==> src/cache_defines.svh <==
`ifndef CACHE_DEFINES_SVH
`define CACHE_DEFINES_SVH

// byte address seen by both buses
`define ADDR_W    16

// one data word, same width on the processor and memory side
`define DATA_W    16

// address split, msb to lsb
// tag | index | word offset | byte bit
`define TAG_W     8
`define INDEX_W   4
`define OFFSET_W  3

// direct mapped, one line per index
`define LINES     16

// words per line, filled in order from word 0
`define WORDS     8

`endif

==> src/cache_pkg.sv <==
`include "cache_defines.svh"

package cache_pkg;

    // address seen as cache fields
    // byte_sel is ignored since reads return whole words
    typedef struct packed {
        logic [`TAG_W-1:0]    tag;
        logic [`INDEX_W-1:0]  index;
        logic [`OFFSET_W-1:0] word;
        logic                 byte_sel;
    } addr_fields_t;

    // same 16 bits used as a bus address or split into tag/index/word
    typedef union packed {
        logic [`ADDR_W-1:0] raw;
        addr_fields_t       f;
    } cache_addr_u;

    // master to slave half of a read only wishbone classic bus
    // no we, no sel, no dat_o
    typedef struct packed {
        logic        cyc;
        logic        stb;
        cache_addr_u adr;
    } wb_req_t;

    // slave to master half
    // dat only meaningful while ack is high
    typedef struct packed {
        logic              ack;
        logic [`DATA_W-1:0] dat;
    } wb_rsp_t;

    // one tag array entry, one per line
    typedef struct packed {
        logic              valid;
        logic [`TAG_W-1:0] tag;
    } tag_entry_t;

endpackage

==> src/cache_fill_fsm.sv <==
`include "cache_defines.svh"

module cache_fill_fsm (
    input  logic                   clk,
    input  logic                   arst_n,
    input  logic                   miss,
    input  cache_pkg::cache_addr_u fill_addr_in,
    output logic                   fill_busy,
    output logic                   word_req,
    output cache_pkg::cache_addr_u word_addr,
    input  logic                   word_valid,
    output logic                   tag_we
);

    typedef enum logic {
        FILL_IDLE,
        FILL_BUSY
    } state_t;

    state_t                state_q;
    logic [`OFFSET_W-1:0]  count_q;
    logic                  word_req_q;
    logic [`TAG_W-1:0]     line_tag_q;
    logic [`INDEX_W-1:0]   line_index_q;
    logic                  last_word;

    // word_valid for word 7 of the line
    assign last_word = (state_q == FILL_BUSY) && word_valid
                       && (count_q == `OFFSET_W'(`WORDS - 1));

    always_ff @(posedge clk or negedge arst_n) begin
        if (!arst_n) begin
            state_q    <= FILL_IDLE;
            count_q    <= '0;
            word_req_q <= 1'b0;
        end else begin
            word_req_q <= 1'b0;
            case (state_q)
                FILL_IDLE: begin
                    // first word request goes out with the rise of fill_busy
                    if (miss) begin
                        state_q    <= FILL_BUSY;
                        count_q    <= '0;
                        word_req_q <= 1'b1;
                    end
                end
                FILL_BUSY: begin
                    if (word_valid) begin
                        count_q <= count_q + 1'b1;
                        if (last_word) begin
                            state_q <= FILL_IDLE;
                        end else begin
                            word_req_q <= 1'b1;
                        end
                    end
                end
                default: state_q <= FILL_IDLE;
            endcase
        end
    end

    // line being filled, held for the whole fill
    always_ff @(posedge clk) begin
        if (miss && (state_q == FILL_IDLE)) begin
            line_tag_q   <= fill_addr_in.f.tag;
            line_index_q <= fill_addr_in.f.index;
        end
    end

    // word address of the line, byte bit always 0
    always_comb begin
        word_addr.f.tag      = line_tag_q;
        word_addr.f.index    = line_index_q;
        word_addr.f.word     = count_q;
        word_addr.f.byte_sel = 1'b0;
    end

    assign fill_busy = (state_q == FILL_BUSY);
    assign word_req  = word_req_q;
    // data and tag land in the same cycle for the last word
    assign tag_we    = last_word;

endmodule

==> src/cache_store.sv <==
`include "cache_defines.svh"

module cache_store (
    input  logic                   clk,
    input  logic                   arst_n,
    input  logic                   lookup_valid,
    input  cache_pkg::cache_addr_u lookup_addr,
    output logic                   hit,
    output logic [`DATA_W-1:0]     rd_data,
    input  logic                   word_valid,
    input  cache_pkg::cache_addr_u word_addr,
    input  logic [`DATA_W-1:0]     word_data,
    input  logic                   tag_we
);

    // one entry per line
    cache_pkg::tag_entry_t tag_q [`LINES];

    // all words of all lines, addressed by {index, word}
    logic [`DATA_W-1:0] data_q [`LINES*`WORDS];

    logic [`INDEX_W+`OFFSET_W-1:0] rd_ptr;
    logic [`INDEX_W+`OFFSET_W-1:0] wr_ptr;
    logic                          hit_q;
    logic [`DATA_W-1:0]            rd_data_q;
    cache_pkg::tag_entry_t         rd_entry;
    logic                          first_word;

    assign rd_ptr = {lookup_addr.f.index, lookup_addr.f.word};
    assign wr_ptr = {word_addr.f.index, word_addr.f.word};

    // entry of the looked up line
    assign rd_entry = tag_q[lookup_addr.f.index];

    // word 0 starts the overwrite of a line
    assign first_word = word_valid && (word_addr.f.word == '0);

    // tag array and hit flag
    always_ff @(posedge clk or negedge arst_n) begin
        if (!arst_n) begin
            for (int i = 0; i < `LINES; i++) begin
                tag_q[i] <= '0;
            end
            hit_q <= 1'b0;
        end else begin
            // line is invalid while its words are being replaced
            if (first_word) begin
                tag_q[word_addr.f.index].valid <= 1'b0;
            end
            // last word written, line now holds the new tag
            if (tag_we) begin
                tag_q[word_addr.f.index].valid <= 1'b1;
                tag_q[word_addr.f.index].tag   <= word_addr.f.tag;
            end
            if (lookup_valid) begin
                hit_q <= rd_entry.valid && (rd_entry.tag == lookup_addr.f.tag);
            end
        end
    end

    // data array
    // fill writes at {index, word}, one word per word_valid
    always_ff @(posedge clk) begin
        if (word_valid) begin
            data_q[wr_ptr] <= word_data;
        end
    end

    // word read alongside the tag compare
    // only used by the cpu port on a hit
    always_ff @(posedge clk) begin
        if (lookup_valid) begin
            rd_data_q <= data_q[rd_ptr];
        end
    end

    assign hit     = hit_q;
    assign rd_data = rd_data_q;

endmodule

==> src/cache_top.sv <==
`include "cache_defines.svh"

module cache_top (
    input  logic               clk,
    input  logic               arst_n,
    input  cache_pkg::wb_req_t cpu_req,
    output cache_pkg::wb_rsp_t cpu_rsp,
    output cache_pkg::wb_req_t mem_req,
    input  cache_pkg::wb_rsp_t mem_rsp
);

    // lookup path, cpu port to store and back
    logic                   lookup_valid;
    cache_pkg::cache_addr_u lookup_addr;
    logic                   hit;
    logic [`DATA_W-1:0]     rd_data;

    // miss handoff
    logic                   miss;
    cache_pkg::cache_addr_u fill_addr;
    logic                   fill_busy;

    // fill path, word_addr doubles as the store write address
    logic                   word_req;
    cache_pkg::cache_addr_u word_addr;
    logic                   word_valid;
    logic [`DATA_W-1:0]     word_data;
    logic                   tag_we;

    cpu_port u_cpu_port (
        .clk          (clk),
        .arst_n       (arst_n),
        .cpu_req      (cpu_req),
        .cpu_rsp      (cpu_rsp),
        .lookup_valid (lookup_valid),
        .lookup_addr  (lookup_addr),
        .hit          (hit),
        .rd_data      (rd_data),
        .miss         (miss),
        .fill_addr_in (fill_addr),
        .fill_busy    (fill_busy)
    );

    cache_store u_cache_store (
        .clk          (clk),
        .arst_n       (arst_n),
        .lookup_valid (lookup_valid),
        .lookup_addr  (lookup_addr),
        .hit          (hit),
        .rd_data      (rd_data),
        .word_valid   (word_valid),
        .word_addr    (word_addr),
        .word_data    (word_data),
        .tag_we       (tag_we)
    );

    cache_fill_fsm u_cache_fill_fsm (
        .clk          (clk),
        .arst_n       (arst_n),
        .miss         (miss),
        .fill_addr_in (fill_addr),
        .fill_busy    (fill_busy),
        .word_req     (word_req),
        .word_addr    (word_addr),
        .word_valid   (word_valid),
        .tag_we       (tag_we)
    );

    mem_port u_mem_port (
        .clk          (clk),
        .arst_n       (arst_n),
        .word_req     (word_req),
        .word_addr    (word_addr),
        .mem_req      (mem_req),
        .mem_rsp      (mem_rsp),
        .word_valid   (word_valid),
        .word_data    (word_data)
    );

endmodule

==> src/cpu_port.sv <==
`include "cache_defines.svh"

module cpu_port (
    input  logic                   clk,
    input  logic                   arst_n,
    input  cache_pkg::wb_req_t     cpu_req,
    output cache_pkg::wb_rsp_t     cpu_rsp,
    output logic                   lookup_valid,
    output cache_pkg::cache_addr_u lookup_addr,
    input  logic                   hit,
    input  logic [`DATA_W-1:0]     rd_data,
    output logic                   miss,
    output cache_pkg::cache_addr_u fill_addr_in,
    input  logic                   fill_busy
);

    typedef enum logic [1:0] {
        ST_IDLE,
        ST_LOOKUP,
        ST_REFILL
    } state_t;

    state_t                 state_q;
    logic                   ack_q;
    logic                   miss_q;
    logic                   lookup_valid_q;
    logic [`DATA_W-1:0]     dat_q;
    cache_pkg::cache_addr_u addr_q;
    logic                   req_take;
    logic                   result_rdy;

    // ack_q blocks the sample in the ack cycle, master still holds stb there
    assign req_take = (state_q == ST_IDLE) && cpu_req.cyc && cpu_req.stb && !ack_q;

    // second lookup cycle, store has registered hit and rd_data
    assign result_rdy = (state_q == ST_LOOKUP) && !lookup_valid_q;

    always_ff @(posedge clk or negedge arst_n) begin
        if (!arst_n) begin
            state_q        <= ST_IDLE;
            ack_q          <= 1'b0;
            miss_q         <= 1'b0;
            lookup_valid_q <= 1'b0;
        end else begin
            // pulses by default
            ack_q          <= 1'b0;
            miss_q         <= 1'b0;
            lookup_valid_q <= 1'b0;
            case (state_q)
                ST_IDLE: begin
                    if (req_take) begin
                        lookup_valid_q <= 1'b1;
                        state_q        <= ST_LOOKUP;
                    end
                end
                ST_LOOKUP: begin
                    if (result_rdy) begin
                        if (hit) begin
                            ack_q   <= 1'b1;
                            state_q <= ST_IDLE;
                        end else begin
                            miss_q  <= 1'b1;
                            state_q <= ST_REFILL;
                        end
                    end
                end
                ST_REFILL: begin
                    // miss_q still high in the first cycle, fill_busy not up yet
                    if (!miss_q && !fill_busy) begin
                        lookup_valid_q <= 1'b1;
                        state_q        <= ST_LOOKUP;
                    end
                end
                default: state_q <= ST_IDLE;
            endcase
        end
    end

    // request address and returned word
    always_ff @(posedge clk) begin
        if (req_take) begin
            addr_q <= cpu_req.adr;
        end
        if (result_rdy && hit) begin
            dat_q <= rd_data;
        end
    end

    assign cpu_rsp.ack  = ack_q;
    assign cpu_rsp.dat  = dat_q;
    assign lookup_valid = lookup_valid_q;
    assign lookup_addr  = addr_q;
    assign miss         = miss_q;
    // the fill fetches the line of the address that just missed
    assign fill_addr_in = addr_q;

endmodule

==> src/mem_port.sv <==
`include "cache_defines.svh"

module mem_port (
    input  logic                   clk,
    input  logic                   arst_n,
    input  logic                   word_req,
    input  cache_pkg::cache_addr_u word_addr,
    output cache_pkg::wb_req_t     mem_req,
    input  cache_pkg::wb_rsp_t     mem_rsp,
    output logic                   word_valid,
    output logic [`DATA_W-1:0]     word_data
);

    logic                   cyc_q;
    logic                   word_valid_q;
    cache_pkg::cache_addr_u adr_q;
    logic [`DATA_W-1:0]     data_q;
    logic                   bus_done;

    // transfer ends on the cycle ack is seen
    assign bus_done = cyc_q && mem_rsp.ack;

    always_ff @(posedge clk or negedge arst_n) begin
        if (!arst_n) begin
            cyc_q        <= 1'b0;
            word_valid_q <= 1'b0;
        end else begin
            word_valid_q <= bus_done;
            if (bus_done) begin
                cyc_q <= 1'b0;
            end else if (word_req) begin
                // fill only asks again after word_valid, so the bus is free
                cyc_q <= 1'b1;
            end
        end
    end

    // address held stable for the whole cycle
    // returned word kept for the word_valid cycle
    always_ff @(posedge clk) begin
        if (word_req && !cyc_q) begin
            adr_q <= word_addr;
        end
        if (bus_done) begin
            data_q <= mem_rsp.dat;
        end
    end

    // classic single read, stb follows cyc
    assign mem_req.cyc = cyc_q;
    assign mem_req.stb = cyc_q;
    assign mem_req.adr = adr_q;

    assign word_valid = word_valid_q;
    assign word_data  = data_q;

endmodule

==> config.mk <==
export PLATFORM = sky130hd
export DESIGN_NAME = cache_top
export DESIGN_NICKNAME = d
export VERILOG_FILES = /design/src/cache_pkg.sv /design/src/cache_fill_fsm.sv /design/src/cache_store.sv /design/src/cache_top.sv /design/src/cpu_port.sv /design/src/mem_port.sv
export VERILOG_INCLUDE_DIRS = /design/src
export SDC_FILE = /design/constraint.sdc
export NUM_CORES = 2
export LEC_CHECK = 0
export BUFFER_PORTS_ARGS = -buffer_cell sky130_fd_sc_hd__buf_2
export CAP_MARGIN = 10
export CORE_AREA = 2 2 433 521
export DETAILED_ROUTE_END_ITERATION = 16
export DIE_AREA = 0 0 435 523
export GPL_TIMING_DRIVEN = 0
export PLACE_DENSITY = 0.61
export SKIP_CTS_REPAIR_TIMING = 1
export SYNTH_ARGS = -nofsm -noshare
export SYNTH_HDL_FRONTEND = slang
export SYNTH_SLANG_ARGS = --single-unit
==> constraint.sdc <==
create_clock -name clk -period 4.6 [get_ports clk]
set_clock_uncertainty 0.05 [all_clocks]
set_input_delay 0 -clock clk [delete_from_list [all_inputs] [get_ports clk]]
set_output_delay 0 -clock clk [all_outputs]
set_load 0.05 [all_outputs]
# Yosys cells after proc, flatten, opt, wreduce, memory -nomap -nowiden
# Memories as Yosys holds them, arrays and structs flattened. A register that Yosys moved wholly into a read port is not among the register bits.
# Index checks and enable logic that the tools add are counted.
[classes] magnitude_cmp=3 add_sub_neg=1 bitwise_logic=3 reduce_logical=24 n_mux=39 n_eq_ne=9
[op_table] cell="144-bit bitwise mux" n=3
[op_table] cell="144-bit two-way mux" n=2
[op_table] cell="9-bit demux with 4-bit select" n=2
[op_table] cell="9-bit binary-select mux with 4-bit select" n=1
[op_table] cell="9-bit two-way mux" n=3
[op_table] cell="1-bit two-way mux" n=16
[op_table] cell="1-bit logical AND" n=14
[op_table] cell="5-bit greater-or-equal comparator (second input constant)" n=2
[op_table] cell="4-bit NOT with 5-bit output" n=2
[op_table] cell="8-bit equality test" n=1
[op_table] cell="2-bit two-way mux" n=4
[op_table] cell="8-bit two-way mux" n=1
[op_table] cell="2-bit by 1-bit inequality test with 1-bit output (second input constant)" n=4
[op_table] cell="3-bit two-way mux" n=2
[op_table] cell="1-bit case mux with 2 select lines" n=3
[op_table] cell="2-bit case mux with 3 select lines" n=1
[op_table] cell="3-bit case mux with 2 select lines" n=1
[op_table] cell="1-bit logical NOT" n=5
[op_table] cell="5-bit by 1-bit < comparator with 1-bit output (second input constant)" n=1
[op_table] cell="3-bit by 1-bit adder with 3-bit output (second input constant)" n=1
[op_table] cell="3-bit equality test (second input constant)" n=1
[op_table] cell="3-bit logical NOT" n=1
[op_table] cell="3-bit AND reduction" n=1
[op_table] cell="2-bit by 1-bit equality test with 1-bit output (second input constant)" n=1
[op_table] cell="6 further kinds" n=6
[word_totals] ramBits=2048 out_inout_bits=35 ff_bits=232 in_bits=37 memories=1
[memory_table] memory="u_cache_store.data_q" words=128 width=16 rd=1 rd_clocked_by_memory_dff=1 wr=1 line_no="cache_store.sv:20" source="logic [`DATA_W-1:0] data_q [`LINES*`WORDS];"

# Longest topological paths before layout
[logic_depth] word_depth=10 ltp_mapped=10

# Cells and area by module
# A second synthesis with hierarchy kept.
[unflattened] cells_unflattened=3688 hier_area_um2=88302.2
[modules_own_cells] mod="cache_store" cells_per_inst=3549 instances=1 area_each_um2=85328.1 seq_area_each_um2=65607.9
[modules_own_cells] mod="cpu_port" cells_per_inst=66 instances=1 area_each_um2=1310.0 seq_area_each_um2=1086.0
[modules_own_cells] mod="mem_port" cells_per_inst=40 instances=1 area_each_um2=1053.5 seq_area_each_um2=1011.0
[modules_own_cells] mod="cache_fill_fsm" cells_per_inst=33 instances=1 area_each_um2=610.6 seq_area_each_um2=485.5

# Worst setup path after synthesis
# OpenSTA, ideal clock, no wires.
[synth_path] path_type="register -> register" start="register u_cpu_port.addr_q, in the netlist u_cpu_port.fill_addr_in[1]" end="register u_cache_store.rd_data_q[0], in the netlist u_cache_store.rd_data[0], read port of u_cache_store.data_q (data pin)" t_required_ns=4.276 arrival_time_ns=2.221 path_buffers=4 synth_period_minus_slack_ns=2.545 path_stages_with_launch=9 setup_time_ns=0.274 path_slack_ns=2.055 path_cell_list="edfxtp_1 > buf_4 > buf_6 > buf_6 > buf_2 > mux4_2 > mux4_2 > o21ai_1 > a31oi_1"
[synth_lines] item="from (decl)" line_no="cpu_port.sv:28" source="cache_pkg::cache_addr_u addr_q;"
[synth_lines] item="from (signal assigned)" line_no="cpu_port.sv:82" source="addr_q <= cpu_req.adr;"
[synth_lines] item="to (decl)" line_no="cache_store.sv:25" source="logic [`DATA_W-1:0] rd_data_q;"

==> flow_summary_export.csv <==
group,metric,value,unit
sta,fin_crit_sh,102,%
floorplanning,num_rows,190,
route,vias_per_cell,5.65,
worst_hold_path,hold_class,"in2async",
floorplanning,start_util,39.8,%
floorplanning,die_x,435,microns
yosys,ys_seq_elements,2295,
pwr,powerDensity,436,mW/mm^2
route,wl_per_cell,30.4,microns
yosys,async_flop_share,6.84,%
final_layout,area_delta_synth_final,18.4,%
sta,slew_headroom,7.93,%
final_layout,fin_util,47.1,%
global_routing,antenna_found_initial,3,
yosys,yosys_warnings,0,
yosys,synth_ff_type,"edfxtp_1",
final_layout,final_common_cell,"edfxtp_1",
worst_setup_path,crit_path_start_kind,"flop",
route,first_pass_iters,7,
placed_design,finalWeightedCongestion,1.02,
worst_setup_path,worst_ep_arrival_time,5.18,ns
sta,rsz0062_at_grt,"false",
yosys,syn-num-nets,3997,
global_routing,grt_use_total,20.3,%
global_routing,met1_usage,25.1,%
route,drt_iter0_drc,4812,
cts,clk_pin_slew,0.07,ns
floorplanning,ios,72,
worst_setup_path,critPathKind,"reg2reg",
final_layout,nNetsFinal,4565,
final_layout,drive_gt1_share,33.4,%
cts,insertion_delay,0.89,ns
global_routing,grt_max_degree,124,
outcome,outcome,"finished, violations left",
yosys,synthesis.area,0.0885,sq mm
final_layout,layout_common_cells,"edfxtp_1, mux4_2, clkbuf_16",
sta,tightest_slew,1.38,ns
outcome,violations,"negative setup slack",
sta,setup_viol_count_final,3,
yosys,seq_area_frac_synth,77.0,%
global_routing,met2_usage,34.5,%
sta,final_max_slew_viol_count,0,
floorplanning,dieArea,0.228,sq mm
final_layout,fillCellCount,18296,
yosys,synthDistinctLibCells,51,
global_routing,grt_pass1_wl,328000,microns
flow_run,maxCapViolCount,0,
global_routing,grt_pass1_vias,43876,
placed_design,io_buffers,69,
placed_design,dpl_cell_area,0.0972,sq mm
cts,clockBufferDepth,3,
global_routing,use_met3,3.88,%
cts,cts_tree,"built",
worst_setup_path,crit_required,5.08,ns
cts,cts_buffers,212,
cts,cts_sinks,2295,
pwr,p_leak,0.0341,uW
worst_setup_path,cp_max_fo,10,
yosys,synth_edf_count,2138,
route,vias,43390,
yosys,synth.avg_cell_area,22.4,sq um
worst_setup_path,cpPeakStageDelay,0.89,ns
sta,period_needed,4.70,ns
worst_setup_path,path_cells,"clkinv_2 > buf_4 > buf_2 > clkdlybuf4s15_1 > mux2i_1 > a32oi_1 > nand3_1 > a31oi_1",
floorplanning,fp.coreArea,0.223,sq mm
route,drc_errors,0,
cts,cts-htree-levels,4,
worst_setup_path,cp_slowest_cell,"a31oi_1",
yosys,synth_cells,3957,
route,ant_nets,0,
cts,cts-root-buf,"clkbuf_16",
sta,hold_viol,0,
sta,setup_ws,-0.0958,ns
placed_design,dp_hpwl,162000,microns
global_routing,overflow,0,
final_layout,finalInstanceArea,0.105,sq mm
route,drt-total-wl,234000,microns
sta,max_freq,0.213,GHz
worst_setup_path,worstSetupEndpointType,"flop",
global_routing,top_usage_layer,"met2",
floorplanning,die_h,523,microns
pwr,vdd_ir_drop_max,0.000435,V
==> synth_stat cells (2+ instances only) <==
master | n | area (sq um)
o21ai_1 | 12 | 60.1
buf_6 | 14 | 158
buf_2 | 34 | 170
mux2_2 | 129 | 1450
a311oi_1 | 15 | 131
mux4_1 | 4 | 105
o21ai_0 | 32 | 160
clkbuf_1 | 106 | 398
a22o_1 | 2 | 17.5
inv_1 | 5 | 18.8
nor2b_1 | 10 | 62.6
nor3_1 | 2 | 10.0
nand2b_1 | 2 | 12.5
o22ai_1 | 2 | 12.5
and2_1 | 2 | 12.5
xor2_1 | 2 | 17.5
dfrtp_1 | 157 | 3930
mux4_2 | 608 | 13700
edfxtp_1 | 2138 | 64200
a22oi_1 | 4 | 30.0
nand3_1 | 58 | 290
buf_4 | 46 | 345
a221oi_1 | 16 | 140
a31oi_1 | 16 | 100
nand4_1 | 5 | 31.3
nand3b_1 | 2 | 15.0
a21oi_1 | 35 | 175
buf_1 | 27 | 101
nor2_1 | 162 | 608
nand2_1 | 159 | 597
a32oi_1 | 32 | 280
xnor2_1 | 7 | 61.3
ha_1 | 3 | 37.5
mux2i_1 | 92 | 921
==> final timing paths <==
| path | startpoint | to | slack (ns) | cells after the start |
|---|---|---|---|---|
| max reg2reg | u_cpu_port.fill_addr_in[5]$_DFFE_PP_ | u_cache_store.rd_data[6]$_DFFE_PP_ | -0.1 | 8 |
| max in group asynchronous | arst_n | u_cache_store.tag_q[78]$_DFFE_PN0P_ | 3.71 | 4 |
| min | arst_n | u_cache_store.tag_q[13]$_DFFE_PN0P_ | 0.15 | 4 |
| min in group clk | mem_rsp[11] | u_mem_port.word_data[11]$_DFFE_PP_ | 0.30 | 3 |
| min reg2reg | u_cache_store.rd_data[4]$_DFFE_PP_ | u_cpu_port.dat_q[4]$_DFFE_PP_ | 0.37 | 0 |
| max | u_cpu_port.fill_addr_in[5]$_DFFE_PP_ | u_cache_store.rd_data[6]$_DFFE_PP_ | -0.1 | 8 |
==> cell families (layout without fill, tap and decap cells) <==
logic type | Yosys count | count (layout) | share of synthesized area (%)
AOI/OAI and AO/OA | 175 | 175 | 1.37
xor gates and xnor gates | 9 | 9 | 0.0891
adders and majority gates | 3 | 3 | 0.0424
buffers and inverters | 234 | 982 | 1.36
DFF | 2295 | 2295 | 77.0
muxes | 833 | 833 | 18.3
other | 1 | 2 | 0.00424
and+or+nand+nor | 407 | 407 | 1.89
==> per-stage QoR <==
| stage | hold WS [ns] | TNS (ns) | setup slack, ns | total power [uW] | cells |
|---|---|---|---|---|---|
| after floorplan | -0.346 | 0 | 2.05 | 26400 | 3957 |
| after global placement | 0.126 | -234.27 | -0.711 | 28300 | 7002 |
| after detailed placement | -0.160 | -1.38 | -0.315 | 28700 | 7218 |
| after CTS | -1.13 | -1.81 | -0.324 | 45900 | 7612 |
| after global routing | 0.136 | 0 | 0.00772 | 46900 | 7682 |
| final | 0.149 | -0.141 | -0.0958 | 45700 | 7682 |
==> metal layers <==
metal  routed length, microns  share of wire [%]
met5                      132              0.056
met4                    12400                5.3
met3                    15800                6.8
met2                   118000                 51
met1                    87400                 37
==> worst max-delay path, delay by kind of cell, from the launching register on <==
family	cells	cell delay (ns)
AO/OA/AOI/OAI	2	1.14
buffers and inverters	4	2.10
flip-flops	1	0.44
multiplexers	1	0.34
AND/OR/NAND/NOR	1	0.22
==> registers in the layout, summed over array words and instances, names as in the netlist, 2 cells and up, named ones only <==
name                           cells
u_cache_fill_fsm.count_q           3
u_cache_fill_fsm.line_index_q      4
u_mem_port.word_data              16
u_cpu_port.state_q                 2
u_cpu_port.dat_q                  16
u_mem_port.adr_q                  15
u_cache_store.tag_q              133
u_cpu_port.fill_addr_in           15
u_cache_fill_fsm.line_tag_q        8
u_cache_store.data_q            2048
u_cache_store.rd_data             16
==> final cells by class <==
class / count / area, sq um / share of cell area, %
plain buffers: 227 / 1190 / 1.14
clock inverters: 135 / 1230 / 1.18
flip-flops and latches: 2295 / 68100 / 65.0
well taps: 2976 / 3720 / 3.55
repair buffers: 354 / 5300 / 5.06
diodes: 1 / 2.50 / 0.00239
inverters: 7 / 27.5 / 0.0263
clock buffers: 259 / 5580 / 5.32
multi-input cells: 1428 / 19600 / 18.7
==> power by group <==
| part | internal [uW] | switching (uW) | total, uW |
|---|---|---|---|
| Sequential | 23400 | 213 | 23600 |
| Combinational | 1810 | 2950 | 4770 |
| Clock | 9500 | 7790 | 17300 |
| Total | 34700 | 11000 | 45700 |
Power figures use the tool's default switching activity.
